===== src/logic/rtcPkg.sv =====
// Shared register map, BCD field limits and bus timing for the RTC front end; import with rtcPkg::*
`default_nettype none

package rtcPkg;

	////////////////////////////////////////////////////////////////////////////
	// Register map whose chip addresses double as edit pointer codes

	localparam int REG_COUNT = 9;  // Clock and timer registers on the chip

	localparam int REG_YEAR  = 0;
	localparam int REG_MONTH = 1;
	localparam int REG_DAY   = 2;
	localparam int REG_HOUR  = 3;
	localparam int REG_MIN   = 4;
	localparam int REG_SEC   = 5;
	localparam int REG_THOUR = 6;  // Timer hours
	localparam int REG_TMIN  = 7;  // Timer minutes
	localparam int REG_TSEC  = 8;  // Timer seconds

	// BCD wrap limits per field indexed by register address
	localparam logic [7:0] regMinimum [REG_COUNT] =
		'{8'h00, 8'h01, 8'h01, 8'h00, 8'h00, 8'h00, 8'h00, 8'h00, 8'h00};
	localparam logic [7:0] regMaximum [REG_COUNT] =
		'{8'h99, 8'h12, 8'h31, 8'h23, 8'h59, 8'h59, 8'h23, 8'h59, 8'h59};

	////////////////////////////////////////////////////////////////////////////
	// Bus timing

	localparam int PHASE_CYCLES   = 4;    // Cycles per address or data phase
	localparam int PHASE_W        = $clog2(PHASE_CYCLES);
	localparam int REFRESH_CYCLES = 200;  // Gap from sweep end to next read sweep
	localparam int REFRESH_W      = $clog2(REFRESH_CYCLES);

	typedef enum logic
	{
		OP_READ,   // Chip to register bank
		OP_WRITE   // Register bank to chip
	} busOp_t;

endpackage

`default_nettype wire


===== src/logic/rtcStrobeIf.sv =====
// Bundle of sequencer strobes and register address, driven by the sequencer, read by the multiplexer
`timescale 1ns/1ps
`default_nettype none

interface rtcStrobeIf import rtcPkg::*; ();

	logic       sendAddress;  // High through the address phase
	logic       receiveData;  // Single pulse, last cycle of a read data phase
	logic       sendData;     // High through a write data phase
	logic [7:0] address;      // Register index of the current bus cycle
	busOp_t     op;           // Kind of sweep in progress

	modport sequencer
	(
		output sendAddress,
		output receiveData,
		output sendData,
		output address,
		output op
	);

	modport multiplexer
	(
		input sendAddress,
		input receiveData,
		input sendData,
		input address,
		input op
	);

endinterface

`default_nettype wire


===== src/logic/bcdEditRegister.sv =====
// One BCD byte of the register bank, loaded from the bus or stepped up and down within its limits
`timescale 1ns/1ps
`default_nettype none

module bcdEditRegister
#(
	parameter logic [7:0] minimum = 8'h00,  // Lowest legal BCD value
	parameter logic [7:0] maximum = 8'h99   // Highest legal BCD value
)
(
	input  logic       CLK,
	input  logic       reset,
	input  logic       load,        // Take the bus byte
	input  logic [7:0] loadData,
	input  logic       editSelect,  // Pointer sits on this field
	input  logic       up,
	input  logic       down,
	output logic [7:0] value
);

	logic [7:0] stepUp;    // Next value going up
	logic [7:0] stepDown;  // Next value going down

	always_comb
	begin
		if (value == maximum)
			stepUp = minimum;                        // Wrap to bottom
		else if (value[3:0] == 4'h9)
			stepUp = {value[7:4] + 4'h1, 4'h0};     // Carry into tens
		else
			stepUp = {value[7:4], value[3:0] + 4'h1};

		if (value == minimum)
			stepDown = maximum;                      // Wrap to top
		else if (value[3:0] == 4'h0)
			stepDown = {value[7:4] - 4'h1, 4'h9};   // Borrow from tens
		else
			stepDown = {value[7:4], value[3:0] - 4'h1};
	end

	always_ff @(posedge CLK)
	begin
		if (reset)
			value <= minimum;
		else if (load)
			value <= loadData;                       // Bus load beats an edit
		else if (editSelect && up && !down)
			value <= stepUp;
		else if (editSelect && down && !up)
			value <= stepDown;
	end

endmodule

`default_nettype wire


===== src/logic/rtcBusSequencer.sv =====
// FSM that walks the nine chip registers through address and data phases in read or write sweeps
`timescale 1ns/1ps
`default_nettype none

module rtcBusSequencer import rtcPkg::*;
(
	input  logic          CLK,
	input  logic          reset,
	input  logic          editMode,       // Operator editing holds off reads
	input  logic          store,          // Request to write the bank back
	input  logic          phaseDone,
	input  logic          refreshDue,
	output logic          phaseRun,
	output logic          sweepStart,
	output busOp_t        sweepOp,        // Kind chosen for the sweep that starts
	output logic          busy,
	output logic          sweepDone,
	output logic          chipSelect,
	output logic          addressStrobe,
	output logic          readStrobe,
	output logic          writeStrobe,
	rtcStrobeIf.sequencer bus
);

	typedef enum logic [1:0]
	{
		ST_IDLE,
		ST_ADDRESS,
		ST_DATA,
		ST_RECOVER   // One quiet cycle between bus cycles
	} seqState_t;

	seqState_t  state;
	logic [3:0] index;         // Register being transferred
	busOp_t     op;            // Kind of the running sweep
	logic       storePending;  // Store seen during a sweep
	logic       writeRequest;
	logic       readRequest;
	logic       lastIndex;

	assign writeRequest = storePending || store;
	assign readRequest  = refreshDue && !editMode;      // No reads over edits
	assign sweepStart   = (state == ST_IDLE) && (writeRequest || readRequest);
	assign sweepOp      = writeRequest ? OP_WRITE : OP_READ;  // Write wins
	assign lastIndex    = (index == 4'(REG_COUNT - 1));

	////////////////////////////////////////////////////////////////////////////
	// State machine

	always_ff @(posedge CLK)
	begin
		if (reset)
		begin
			state        <= ST_IDLE;
			index        <= '0;
			op           <= OP_READ;
			storePending <= 1'b0;
			sweepDone    <= 1'b0;
		end
		else
		begin
			sweepDone <= 1'b0;

			if (sweepStart && sweepOp == OP_WRITE)
				storePending <= 1'b0;                   // Request taken
			else if (store)
				storePending <= 1'b1;

			case (state)
				ST_IDLE:
					if (sweepStart)
					begin
						state <= ST_ADDRESS;
						index <= '0;
						op    <= sweepOp;
					end
				ST_ADDRESS:
					if (phaseDone)
						state <= ST_DATA;
				ST_DATA:
					if (phaseDone)
						state <= ST_RECOVER;
				ST_RECOVER:
					if (lastIndex)
					begin
						state     <= ST_IDLE;
						sweepDone <= 1'b1;              // Pulse after last quiet cycle
					end
					else
					begin
						state <= ST_ADDRESS;
						index <= index + 4'd1;
					end
				default:
					state <= ST_IDLE;
			endcase
		end
	end

	////////////////////////////////////////////////////////////////////////////
	// Strobes decoded from state

	assign phaseRun      = (state == ST_ADDRESS) || (state == ST_DATA);
	assign busy          = (state != ST_IDLE);
	assign chipSelect    = phaseRun;                    // Address plus data phase
	assign addressStrobe = (state == ST_ADDRESS);
	assign readStrobe    = (state == ST_DATA) && (op == OP_READ);
	assign writeStrobe   = (state == ST_DATA) && (op == OP_WRITE);

	assign bus.sendAddress = addressStrobe;
	assign bus.sendData    = writeStrobe;
	assign bus.receiveData = readStrobe && phaseDone;   // Sample at end of read phase
	assign bus.address     = {4'h0, index};
	assign bus.op          = op;

endmodule

`default_nettype wire


===== src/logic/rtcClockTop.sv =====
// Top level of the RTC front end with split bus pins and the nine BCD display bytes as plain ports
`timescale 1ns/1ps
`default_nettype none

module rtcClockTop import rtcPkg::*;
(
	input  logic       CLK,
	input  logic       reset,
	input  logic       editMode,
	input  logic [3:0] pointer,
	input  logic       up,
	input  logic       down,
	input  logic       store,
	input  logic [7:0] busIn,
	output logic [7:0] busOut,
	output logic       busDrive,
	output logic       chipSelect,
	output logic       addressStrobe,
	output logic       readStrobe,
	output logic       writeStrobe,
	output logic       busy,
	output logic       sweepDone,
	output logic [7:0] year,
	output logic [7:0] month,
	output logic [7:0] day,
	output logic [7:0] hour,
	output logic [7:0] minute,
	output logic [7:0] second,
	output logic [7:0] timerHour,
	output logic [7:0] timerMinute,
	output logic [7:0] timerSecond
);

	logic                      phaseRun;
	logic                      phaseDone;
	logic                      refreshDue;
	logic                      sweepStart;
	busOp_t                    sweepOp;
	logic [REG_COUNT-1:0][7:0] regValues;

	rtcStrobeIf strobes ();  // Sequencer to multiplexer

	rtcBusSequencer rtcBusSequencer_inst
	(
		.CLK(CLK),
		.reset(reset),
		.editMode(editMode),
		.store(store),
		.phaseDone(phaseDone),
		.refreshDue(refreshDue),
		.phaseRun(phaseRun),
		.sweepStart(sweepStart),
		.sweepOp(sweepOp),
		.busy(busy),
		.sweepDone(sweepDone),
		.chipSelect(chipSelect),
		.addressStrobe(addressStrobe),
		.readStrobe(readStrobe),
		.writeStrobe(writeStrobe),
		.bus(strobes.sequencer)
	);

	rtcPhaseTimer rtcPhaseTimer_inst
	(
		.CLK(CLK),
		.reset(reset),
		.phaseRun(phaseRun),
		.sweepStart(sweepStart),
		.sweepOp(sweepOp),
		.sweepDone(sweepDone),
		.phaseDone(phaseDone),
		.refreshDue(refreshDue)
	);

	rtcMultiplexer rtcMultiplexer_inst
	(
		.CLK(CLK),
		.reset(reset),
		.pointer(pointer),
		.editMode(editMode),
		.up(up),
		.down(down),
		.busIn(busIn),
		.bus(strobes.multiplexer),
		.busOut(busOut),
		.busDrive(busDrive),
		.regValues(regValues)
	);

	// Display bytes by chip address
	assign year        = regValues[REG_YEAR];
	assign month       = regValues[REG_MONTH];
	assign day         = regValues[REG_DAY];
	assign hour        = regValues[REG_HOUR];
	assign minute      = regValues[REG_MIN];
	assign second      = regValues[REG_SEC];
	assign timerHour   = regValues[REG_THOUR];
	assign timerMinute = regValues[REG_TMIN];
	assign timerSecond = regValues[REG_TSEC];

endmodule

`default_nettype wire


===== src/logic/rtcMultiplexer.sv =====
// Bus multiplexer that latches the chip address, loads or edits the BCD register bank and drives bus data
`timescale 1ns/1ps
`default_nettype none

module rtcMultiplexer import rtcPkg::*;
(
	input  logic                       CLK,
	input  logic                       reset,
	input  logic [3:0]                 pointer,    // Field under edit
	input  logic                       editMode,
	input  logic                       up,
	input  logic                       down,
	input  logic [7:0]                 busIn,      // Data from the chip
	rtcStrobeIf.multiplexer            bus,
	output logic [7:0]                 busOut,
	output logic                       busDrive,   // Our side owns the bus
	output logic [REG_COUNT-1:0][7:0]  regValues   // Display bytes by address
);

	logic [7:0]           latchedAddress;  // Address of the current bus cycle
	logic [REG_COUNT-1:0] loadSelect;      // One-hot bus load enables
	logic [REG_COUNT-1:0] editSelect;      // One-hot edit enables
	logic [7:0]           dataOut;         // Byte offered in a write phase

	always_ff @(posedge CLK)
	begin
		if (reset)
			latchedAddress <= '0;
		else if (bus.sendAddress)
			latchedAddress <= bus.address;          // Follows the address phase
	end

	////////////////////////////////////////////////////////////////////////////
	// Load and edit decode

	always_comb
	begin
		for (int i = 0; i < REG_COUNT; i++)
		begin
			loadSelect[i] = bus.receiveData && (bus.op == OP_READ)
				&& (latchedAddress == 8'(i));
			editSelect[i] = editMode && (pointer == 4'(i));  // Pointer codes above 8 pick none
		end
	end

	for (genvar i = 0; i < REG_COUNT; i++)
	begin : regBank
		bcdEditRegister
		#(
			.minimum(regMinimum[i]),
			.maximum(regMaximum[i])
		)
		fieldReg
		(
			.CLK(CLK),
			.reset(reset),
			.load(loadSelect[i]),
			.loadData(busIn),
			.editSelect(editSelect[i]),
			.up(up),
			.down(down),
			.value(regValues[i])
		);
	end

	////////////////////////////////////////////////////////////////////////////
	// Write data select and bus drive

	always_comb
	begin
		dataOut = 8'hFF;                            // Unmapped addresses
		for (int i = 0; i < REG_COUNT; i++)
			if (latchedAddress == 8'(i))
				dataOut = regValues[i];
	end

	assign busOut   = bus.sendAddress ? bus.address : dataOut;
	assign busDrive = bus.sendAddress || bus.sendData;

endmodule

`default_nettype wire


===== src/logic/rtcPhaseTimer.sv =====
// Phase length counter and refresh interval counter that pace the bus sequencer
`timescale 1ns/1ps
`default_nettype none

module rtcPhaseTimer import rtcPkg::*;
(
	input  logic   CLK,
	input  logic   reset,
	input  logic   phaseRun,    // Sequencer is in an address or data phase
	input  logic   sweepStart,  // New sweep begins this cycle
	input  busOp_t sweepOp,     // Kind of the sweep that begins
	input  logic   sweepDone,   // Previous sweep finished
	output logic   phaseDone,   // Last cycle of the current phase
	output logic   refreshDue   // Read sweep wanted
);

	logic [PHASE_W-1:0]   phaseCount;
	logic [REFRESH_W-1:0] refreshCount;
	logic                 refreshRun;     // Interval being measured
	logic                 refreshExpire;  // Interval ends this cycle

	assign phaseDone     = phaseRun && (phaseCount == PHASE_W'(PHASE_CYCLES - 1));
	assign refreshExpire = refreshRun && (refreshCount == REFRESH_W'(REFRESH_CYCLES - 1));

	always_ff @(posedge CLK)
	begin
		if (reset || !phaseRun || phaseDone)
			phaseCount <= '0;                           // Restart for each phase
		else
			phaseCount <= phaseCount + 1'b1;
	end

	////////////////////////////////////////////////////////////////////////////
	// Refresh interval

	always_ff @(posedge CLK)
	begin
		if (reset)
		begin
			refreshRun   <= 1'b0;
			refreshCount <= '0;
			refreshDue   <= 1'b1;                       // First read right after reset
		end
		else
		begin
			if (sweepDone)
			begin
				refreshRun   <= 1'b1;                   // Gap starts at sweep end
				refreshCount <= '0;
			end
			else if (refreshRun)
			begin
				refreshRun   <= !refreshExpire;
				refreshCount <= refreshCount + 1'b1;
			end

			if (refreshExpire)
				refreshDue <= 1'b1;
			else if (sweepStart && sweepOp == OP_READ)
				refreshDue <= 1'b0;                     // Served by this read sweep
		end
	end

endmodule

`default_nettype wire


===== config.mk =====
export PLATFORM = sky130hd
export DESIGN_NAME = rtcClockTop
export DESIGN_NICKNAME = d
export VERILOG_FILES = /design/src/logic/rtcPkg.sv /design/src/logic/rtcStrobeIf.sv /design/src/logic/bcdEditRegister.sv /design/src/logic/rtcBusSequencer.sv /design/src/logic/rtcClockTop.sv /design/src/logic/rtcMultiplexer.sv /design/src/logic/rtcPhaseTimer.sv
export SDC_FILE = /design/constraint.sdc
export NUM_CORES = 1
export LEC_CHECK = 0
export ABC_AREA = 1
export BUFFER_PORTS_ARGS = -buffer_cell sky130_fd_sc_hd__buf_4
export CAP_MARGIN = 20
export CORE_ASPECT_RATIO = 1.1
export CORE_MARGIN = 2
export CORE_UTILIZATION = 42
export DETAILED_ROUTE_END_ITERATION = 16
export HOLD_SLACK_MARGIN = 0.08
export SLEW_MARGIN = 10
export SYNTH_ARGS = -nofsm -noshare
export SYNTH_HDL_FRONTEND = slang
export SYNTH_HIERARCHICAL = 1
export SYNTH_SLANG_ARGS = --single-unit

===== constraint.sdc =====
create_clock -name CLK -period 3.1 [get_ports CLK]
set_input_delay 0.155 -clock CLK [delete_from_list [all_inputs] [get_ports CLK]]
set_output_delay 0.155 -clock CLK [all_outputs]
set_load 0.02 [all_outputs]

==> qor.csv, run 1 <==
metric,value,unit
period utilization,0.875,
top-area cell type share of the netlist area,0.197,
Crit Path Category,reg2reg,
arrival time worst endpoint,2970,ps
via count,10535,
ant diodes,0,
Worst path top cell family by delay,simple AND/OR/NAND/NOR gates,
run status,"finished, final reports clean",
Mapped Cells,1635,
max capacitance violation total,0,
TNS Setup,0,ps
Most Frequent Cell on Critical Path,inv_1,
Die Wd,153,µm
Initial DRT Pass Iterations,6,
final setup vio count,0,
pin count of the biggest net entering global routing,45,
pwr dens,391,nW/µm²
distinct cell type count of the synthesized netlist,48,
DRC,0,
max-slew violation count,0,
Worst Reg-to-Reg Cells,16,
Worst Path Required,3360,ps
Hold Path Class,in2reg,
Post-DRT Antenna Nets,0,
final core occ,0.476,
RePlAce Congestion,0.917,
nets@finish,1820,
DIE AREA,25700,µm²
CTS Hold Bufs,0,
hold_ws,79.1,ps
synth-to-layout area growth,12.4,%
TritonCTS clock tree,yes,
maximum clock insertion buffer count,2,
layout filler cell count,2564,
post-DP HPWL,23500,µm
# IOs,105,
Least-Margin Pin Slew,722,ps
routed len/inst,15.0,µm
"IR drop worst, VDD",409,µV
Post-Syn Area,10300,µm²
Final min period,2710,ps
Mean Syn Cell Area,6.28,µm²
crit path max fanout,10,
Core ar.,24200,µm²
top post-synthesis cells by area,"dfxtp_1 20%, nand2_1 16%, ha_1 8.5%, nor2_1 7.7%, nand3_1 6.4%",
slowest cell delay on critical path,390,ps
Reg2Reg Setup Slack,390,ps
share of layout cells above drive strength 1,0.198,
#FFs+latches synth,101,
relative slew slack,0.519,
row cnt,60,
sequential element share of the synthesized area,0.197,
total CTS buffers,9,
"critical path, cell by cell","inv_1, ha_1, nand2_1, inv_1, inv_1, nor3_1, nand2_2, nor4_2, buf_4, inv_1, nand2_1, nor2_1, nand2_1, nand3_1, a21oi_1, nor2_1",
Clock Latency Late Sink,370,ps
H-Tree Depth,3,
RSZ-0062 raised after global routing,false,
Leak,5.72,nW
fmax,369,MHz
hold_sp,store,
die extent in y,168,µm
Yosys warnings,6,
"CTS clk-pin slew, worst paths",90,ps
CP bufs+invs,5,
overflow left after global routing,0,
GRT Overall Usage,0.235,
Crit. End Element,flip-flop,
global-route wire length before repair,49600,µm
startpoint types,flip-flop,
Yosys top cell by area,dfxtp_1,
"slowest stage cell, crit path",dfxtp_1,
clock skew,11.7,ps
vias in the first global route,9780,
initial antenna violation count,0,
overall power,4.51,mW
TritonCTS Sinks,101,
FF-to-FF Start,rtcBusSequencer_inst/state[1],
Fin. Hold Viols,0,
total routed wirelength,30800,µm
Clock Root Buffer,clkbuf_16,
initial drt markers,720,
initial core utilization,0.423,
Critical Path Stages,16,
CP startpoint,rtcBusSequencer_inst/state[1],
vias per inst,5.15,
Port Buf Inserts,104,
## repair_timing
action | 4_1_cts | 5_1_grt
endpoints found under the setup margin | 0 | 8
gates resized for setup | 0 | 2
setup buffers | 0 | 0
## final cells by class
type	instances	area, µm²	share of cell area
inverters	231	902	0.0782
repair buffers	114	856	0.0742
clock buffers	9	225	0.0195
flip-flops and latches	101	2020	0.175
clock inverters	7	66.3	0.00575
well taps	310	388	0.0336
multi-input cells	1275	7080	0.613
## report_power, final
group          internal [mW]  leakage (nW)  total, mW  switching [mW]
clock network          0.567         0.138       1.19           0.621
logic                  0.619          4.76       1.85            1.23
registers               1.38         0.817       1.47          0.0938
total                   2.57          5.72       4.51            1.94
## stage by stage
stage | instances | cell area [µm²] | setup WS, ps
global route | 2047 | 11500 | 62.2
CTS | 2047 | 11500 | 203
floorplan | 1638 | 10300 | 578
detailed placement | 2031 | 11200 | 238
finish | 2047 | 11500 | 387
global placement | 2031 | 11200 | 314
## cell usage after synthesis, drive strengths merged
cell    instances
buf            25
nand4          25
xnor2           4
nor4            2
ha             70
a21oi          74
nand3b          8
conb            1
nand3         155
or2            21
o211ai          9
a31oi          13
a211oi          2
inv           228
nor2          264
o21ai          80
o21a            1
a22oi           2
dfxtp         101
nor3           14
clkinv          3
nand2         481
a21boi          5
clkbuf          6
xor2           41
## worst register-to-register path, cell delays in order (launching register included)
cell	delay, ps
dfxtp_1	390
inv_1	90
ha_1	340
nand2_1	90
inv_1	60
inv_1	40
nor3_1	170
nand2_2	270
nor4_2	320
buf_4	220
inv_1	90
nand2_1	150
nor2_1	90
nand2_1	60
nand3_1	60
a21oi_1	120
nor2_1	50
## metal layers
layer / part of all wire / up-vias / global-route usage
met5: 0 / - / 0
met2: 0.46 / 298 / 0.393
met1: 0.46 / 4827 / 0.313
met3: 0.059 / 45 / 0.0309
met4: 0.025 / 0 / 0.0773
li1: - / 5365 / -
## registers in the layout, summed over array words and instances (netlist names)
name and flops:
rtcBusSequencer_inst/bus.op 1, rtcBusSequencer_inst/index 4, rtcBusSequencer_inst/state 2, rtcBusSequencer_inst/storePending 1, rtcBusSequencer_inst/sweepDone 1, rtcMultiplexer_inst/latchedAddress 8
rtcMultiplexer_inst/regBank.fieldReg/value 72, rtcPhaseTimer_inst/phaseCount 2, rtcPhaseTimer_inst/refreshCount 8, rtcPhaseTimer_inst/refreshDue 1, rtcPhaseTimer_inst/refreshRun 1
## cells in the final DEF (no fill, tap or decap), types with 30 or more instances in the layout
cell / instances
nand2_1: 436
nor2_1: 211
inv_1: 174
nand3_1: 132
buf_4: 114
dfxtp_1: 101
ha_1: 70
a21oi_1: 63
o21ai_0: 55
inv_2: 48
xor2_1: 41
nor2_2: 33
nand2_2: 30
## cell families after synthesis
group	count (synthesis)	synth area share
compound gates	186	0.107
xor+xnor	45	0.0384
fa+ha+maj	70	0.0853
buf+inv	262	0.116
flops	101	0.197
other cells	1	0.000365
simple gates	970	0.457
## how the worst min path moves through the flow
stage / depth (start not counted) / slack, ps / endpoint
final: 3 / 80 / rtcBusSequencer_inst/storePending
after global placement: 1 / 410 / rtcPhaseTimer_inst/phaseCount[0]
after CTS: 3 / 90 / rtcBusSequencer_inst/storePending
after global routing: 3 / 120 / rtcBusSequencer_inst/storePending
after detailed placement: 1 / 410 / rtcPhaseTimer_inst/phaseCount[0]
after floorplan: 1 / 220 / flip-flop
Note: power is estimated with default switching activity, not from simulation.
==> inputs of run 2 (changes only) <==
--- a/config.mk
+++ b/config.mk
@@ -16,5 +16,4 @@
 export SLEW_MARGIN = 10
 export SYNTH_ARGS = -nofsm -noshare
 export SYNTH_HDL_FRONTEND = slang
-export SYNTH_HIERARCHICAL = 1
 export SYNTH_SLANG_ARGS = --single-unit
==> qor.csv, run 2 <==
metric,value,unit,change
ant diodes,0,,unchanged
Final min period,2530,ps,-187 ps
Clock Latency Late Sink,370,ps,about the same
power share of the combinational group,0.265,,-0.145
max reg flops,72,,unchanged
Global Route met3 Usage,0.0286,,-0.00229
RePlAce Congestion,0.949,,+3.6%
Clock power frac,0.341,,+0.077
GRT Overall Usage,0.263,,+0.0281
WHS Path Cells,3,,unchanged
biggest regs,"rtcMultiplexer_inst.regBank.fieldReg.value: 72 flops, rtcPhaseTimer_inst.refreshCount: 8 flops",,
arrival time worst endpoint,2370,ps,-600 ps
Least-Margin Pin Slew,689,ps,-32.8 ps
Place WS,772,ps,+534 ps
DRC,0,,unchanged
initial antenna violation count,0,,unchanged
largest family of logic cells by synthesized area,simple AND/OR/NAND/NOR gates,,
nets@finish,1642,,-9.8%
Reg2Reg Setup Slack,760,ps,+370 ps
Post-DRT Antenna Nets,0,,unchanged
overflow left after global routing,0,,unchanged
ys flop type,dfxtp_1,,
global-route wire length before repair,46600,µm,-6.0%
total CTS buffers,9,,unchanged
initial drt markers,730,,+1.4%
asr flop ratio synth,0,,unchanged
maximum clock insertion buffer count,2,,unchanged
Hold Path Class,in2reg,,
Clock Root Buffer,clkbuf_16,,
post-cts sizing count,0,,unchanged
Crit Path Category,reg2out,,
Synth Area in Compound Gates,0.155,,+0.0480
period utilization,0.815,,-0.0603
max capacitance violation total,0,,unchanged
"CTS clk-pin slew, worst paths",80,ps,about the same
vias per inst,5.31,,+3.3%
simple-gate share of the synthesized area,0.401,,-0.0553
post-synthesis adder-cell area fraction,0.0850,,-0.000296
initial core utilization,0.424,,+0.000880
GR Layer Usage met1,0.344,,+0.0313
via count,9875,,-6.3%
H-Tree Depth,3,,unchanged
synth cell count leaders,"343 x nand2_1, 182 x inv_1, 170 x nor2_1",,
"most common cell after layout, fill and taps aside",nand2_1,,
TNS Setup,0,ps,unchanged
mux cell area share after synthesis,0,,unchanged
number of synthesized flops with an enable pin,0,,unchanged
Final Instance Area,10300,µm²,-10%
Worst Path Required,2940,ps,-420 ps
Crit. End Element,output port,,
fmax,396,MHz,+7.4%
Die Wd,143,µm,-6.3%
total routed wirelength,30100,µm,-2.1%
dpl cell area,10000,µm²,-11%
post-DP HPWL,23200,µm,-1.3%
Mean Syn Cell Area,6.11,µm²,-2.7%
RSZ-0062 raised after global routing,false,,
TritonCTS Sinks,97,,-4.0%
Top reg by flops,rtcMultiplexer_inst.regBank.fieldReg.value,,
FF-to-FF Start,rtcBusSequencer_inst.state[0],,
#FFs+latches synth,97,,-4.0%
Port Buf Inserts,104,,unchanged
most frequent cell after synthesis,nand2_1,,
sequential element share of the synthesized area,0.216,,+0.0194
Yosys warnings,0,,-6
max-slew violation count,0,,unchanged
top-area cell type share of the netlist area,0.216,,+0.0194
relative slew slack,0.540,,+0.0214
Fin. Hold Viols,0,,unchanged
final setup vio count,0,,unchanged
"IR drop worst, VDD",347,µV,-15%
Net Sw Power,1.29,mW,-34%
Leak,5.08,nW,-11%
Net Sw Frac,0.371,,-0.0597
pin count of the biggest net entering global routing,34,,-24%
DIE AREA,22600,µm²,-12%
Seq pwr share,0.393,,+0.066
layout filler cell count,2344,,-8.6%
run status,"finished, final reports clean",,
Mapped Cells,1469,,-10%
"Net Count, Synth",1548,,
TritonCTS clock tree,yes,,
Initial DRT Pass Iterations,5,,-1
GR peak layer,met2,,
register area,1940,µm²,-4.0%
share of layout cells above drive strength 1,0.133,,-0.0648
crit path max fanout,5,,-5
CP startpoint,rtcMultiplexer_inst.latchedAddress[2],,
hold_ws,140,ps,+60.6 ps
hold_sp,busIn[3],,
startpoint types,flip-flop,,
most frequent cells in the layout,"343 x nand2_1, 182 x inv_1, 170 x nor2_1, 135 x nand3_1, 134 x o21ai_0",,
clock skew,13.3,ps,+1.53 ps
internal power,2.19,mW,-15%
Final WS setup,574,ps,+187 ps
Core ar.,21200,µm²,-13%
routed len/inst,16.2,µm,+7.8%
Yosys top cell by area,dfxtp_1,,
row cnt,56,,-6.7%
top post-synthesis cells by area,"dfxtp_1 22%, nand2_1 14%, ha_1 8.5%, inv_1 7.6%, nand3_1 7.5%",,
Worst Reg-to-Reg Cells,14,,-2
grt met2 use,0.441,,+0.0472
# IOs,105,,unchanged
pwr dens,337,nW/µm²,-14%
Synth Area in XOR/XNOR,0.0449,,+0.00649
Post-Syn Area,8980,µm²,-13%
die extent in y,157,µm,-6.3%
vias in the first global route,8880,,-9.2%
distinct cell type count of the synthesized netlist,45,,-6.3%
Multi-input gate area,6160,µm²,-13%
final core occ,0.488,,+0.0125
synth-to-layout area growth,15.1,%,
run 2: changes by cell type in the layout (fill, tap and decap cells not counted), sizes merged, moves of 7 or more:
| cell | delta |
|---|---|
| a21oi | +16 |
| buf | -7 |
| ha | -9 |
| inv | -30 |
| nand2 | -108 |
| nand3 | -8 |
| nand4 | +9 |
| nor2 | -71 |
| nor3 | +9 |
| o21ai | +63 |
| or2 | -19 |
run 2: layout make-up:
class	instances	share of cell area
multi-input combinational	1150	0.596
tap	290	0.0351
clock inverter	7	0.00739
inverter	197	0.0730
timing repair buffer	108	0.0787
sequential	97	0.188
clock buffer	9	0.0218
run 2: worst max-delay path, stage by stage, from the launching register on:
cell       delay (ps)
dfxtp_1           510
inv_1              90
nand2_2           150
nor2_2            100
inv_1             110
nor2_1             60
nor3_1            390
o2111ai_1         190
nor2_1            220
buf_4             180
run 2: metal layers:
| metal | vias up | share of wire |
|---|---|---|
| li1 | 4992 | - |
| met1 | 4491 | 0.44 |
| met2 | 334 | 0.46 |
| met3 | 58 | 0.062 |
| met4 | 0 | 0.036 |
| met5 | - | 0 |
run 2: worst max-delay path by stage:
stage	to	slack (ps)	cells past startpoint
6_report	busOut[6]	570	9
5_1_grt	flip-flop	520	14
4_1_cts	busOut[5]	650	9
3_5_place_dp	flip-flop	770	14
3_3_place_gp	flip-flop	860	14
2_1_floorplan	flip-flop	1020	13
run 2: cell families after synthesis:
kind of cell	count (synthesis)
xor+xnor	46
buf+inv	222
fa+ha+maj	61
compound gates	262
flops	97
simple gates	781
run 2: timing repair:
action,CTS,global route
endpoints found under the hold margin,1,0
hold buffers,1,0
setup buffers,0,0
run 2: through the flow:
stage,cells,power (mW)
after floorplan,1469,1.97
after global placement,1841,2.31
after detailed placement,1841,2.31
after CTS,1858,3.50
after global routing,1858,3.66
final,1858,3.48
run 2: power by group through the flow:
stage	Clock (mW)	Combinational, mW	Sequential (mW)
2_1_floorplan	0	0.581	1.39
3_3_place_gp	0	0.908	1.40
3_5_place_dp	0	0.913	1.40
4_1_cts	1.21	0.918	1.37
5_1_grt	1.26	1.02	1.38
6_report	1.19	0.923	1.37
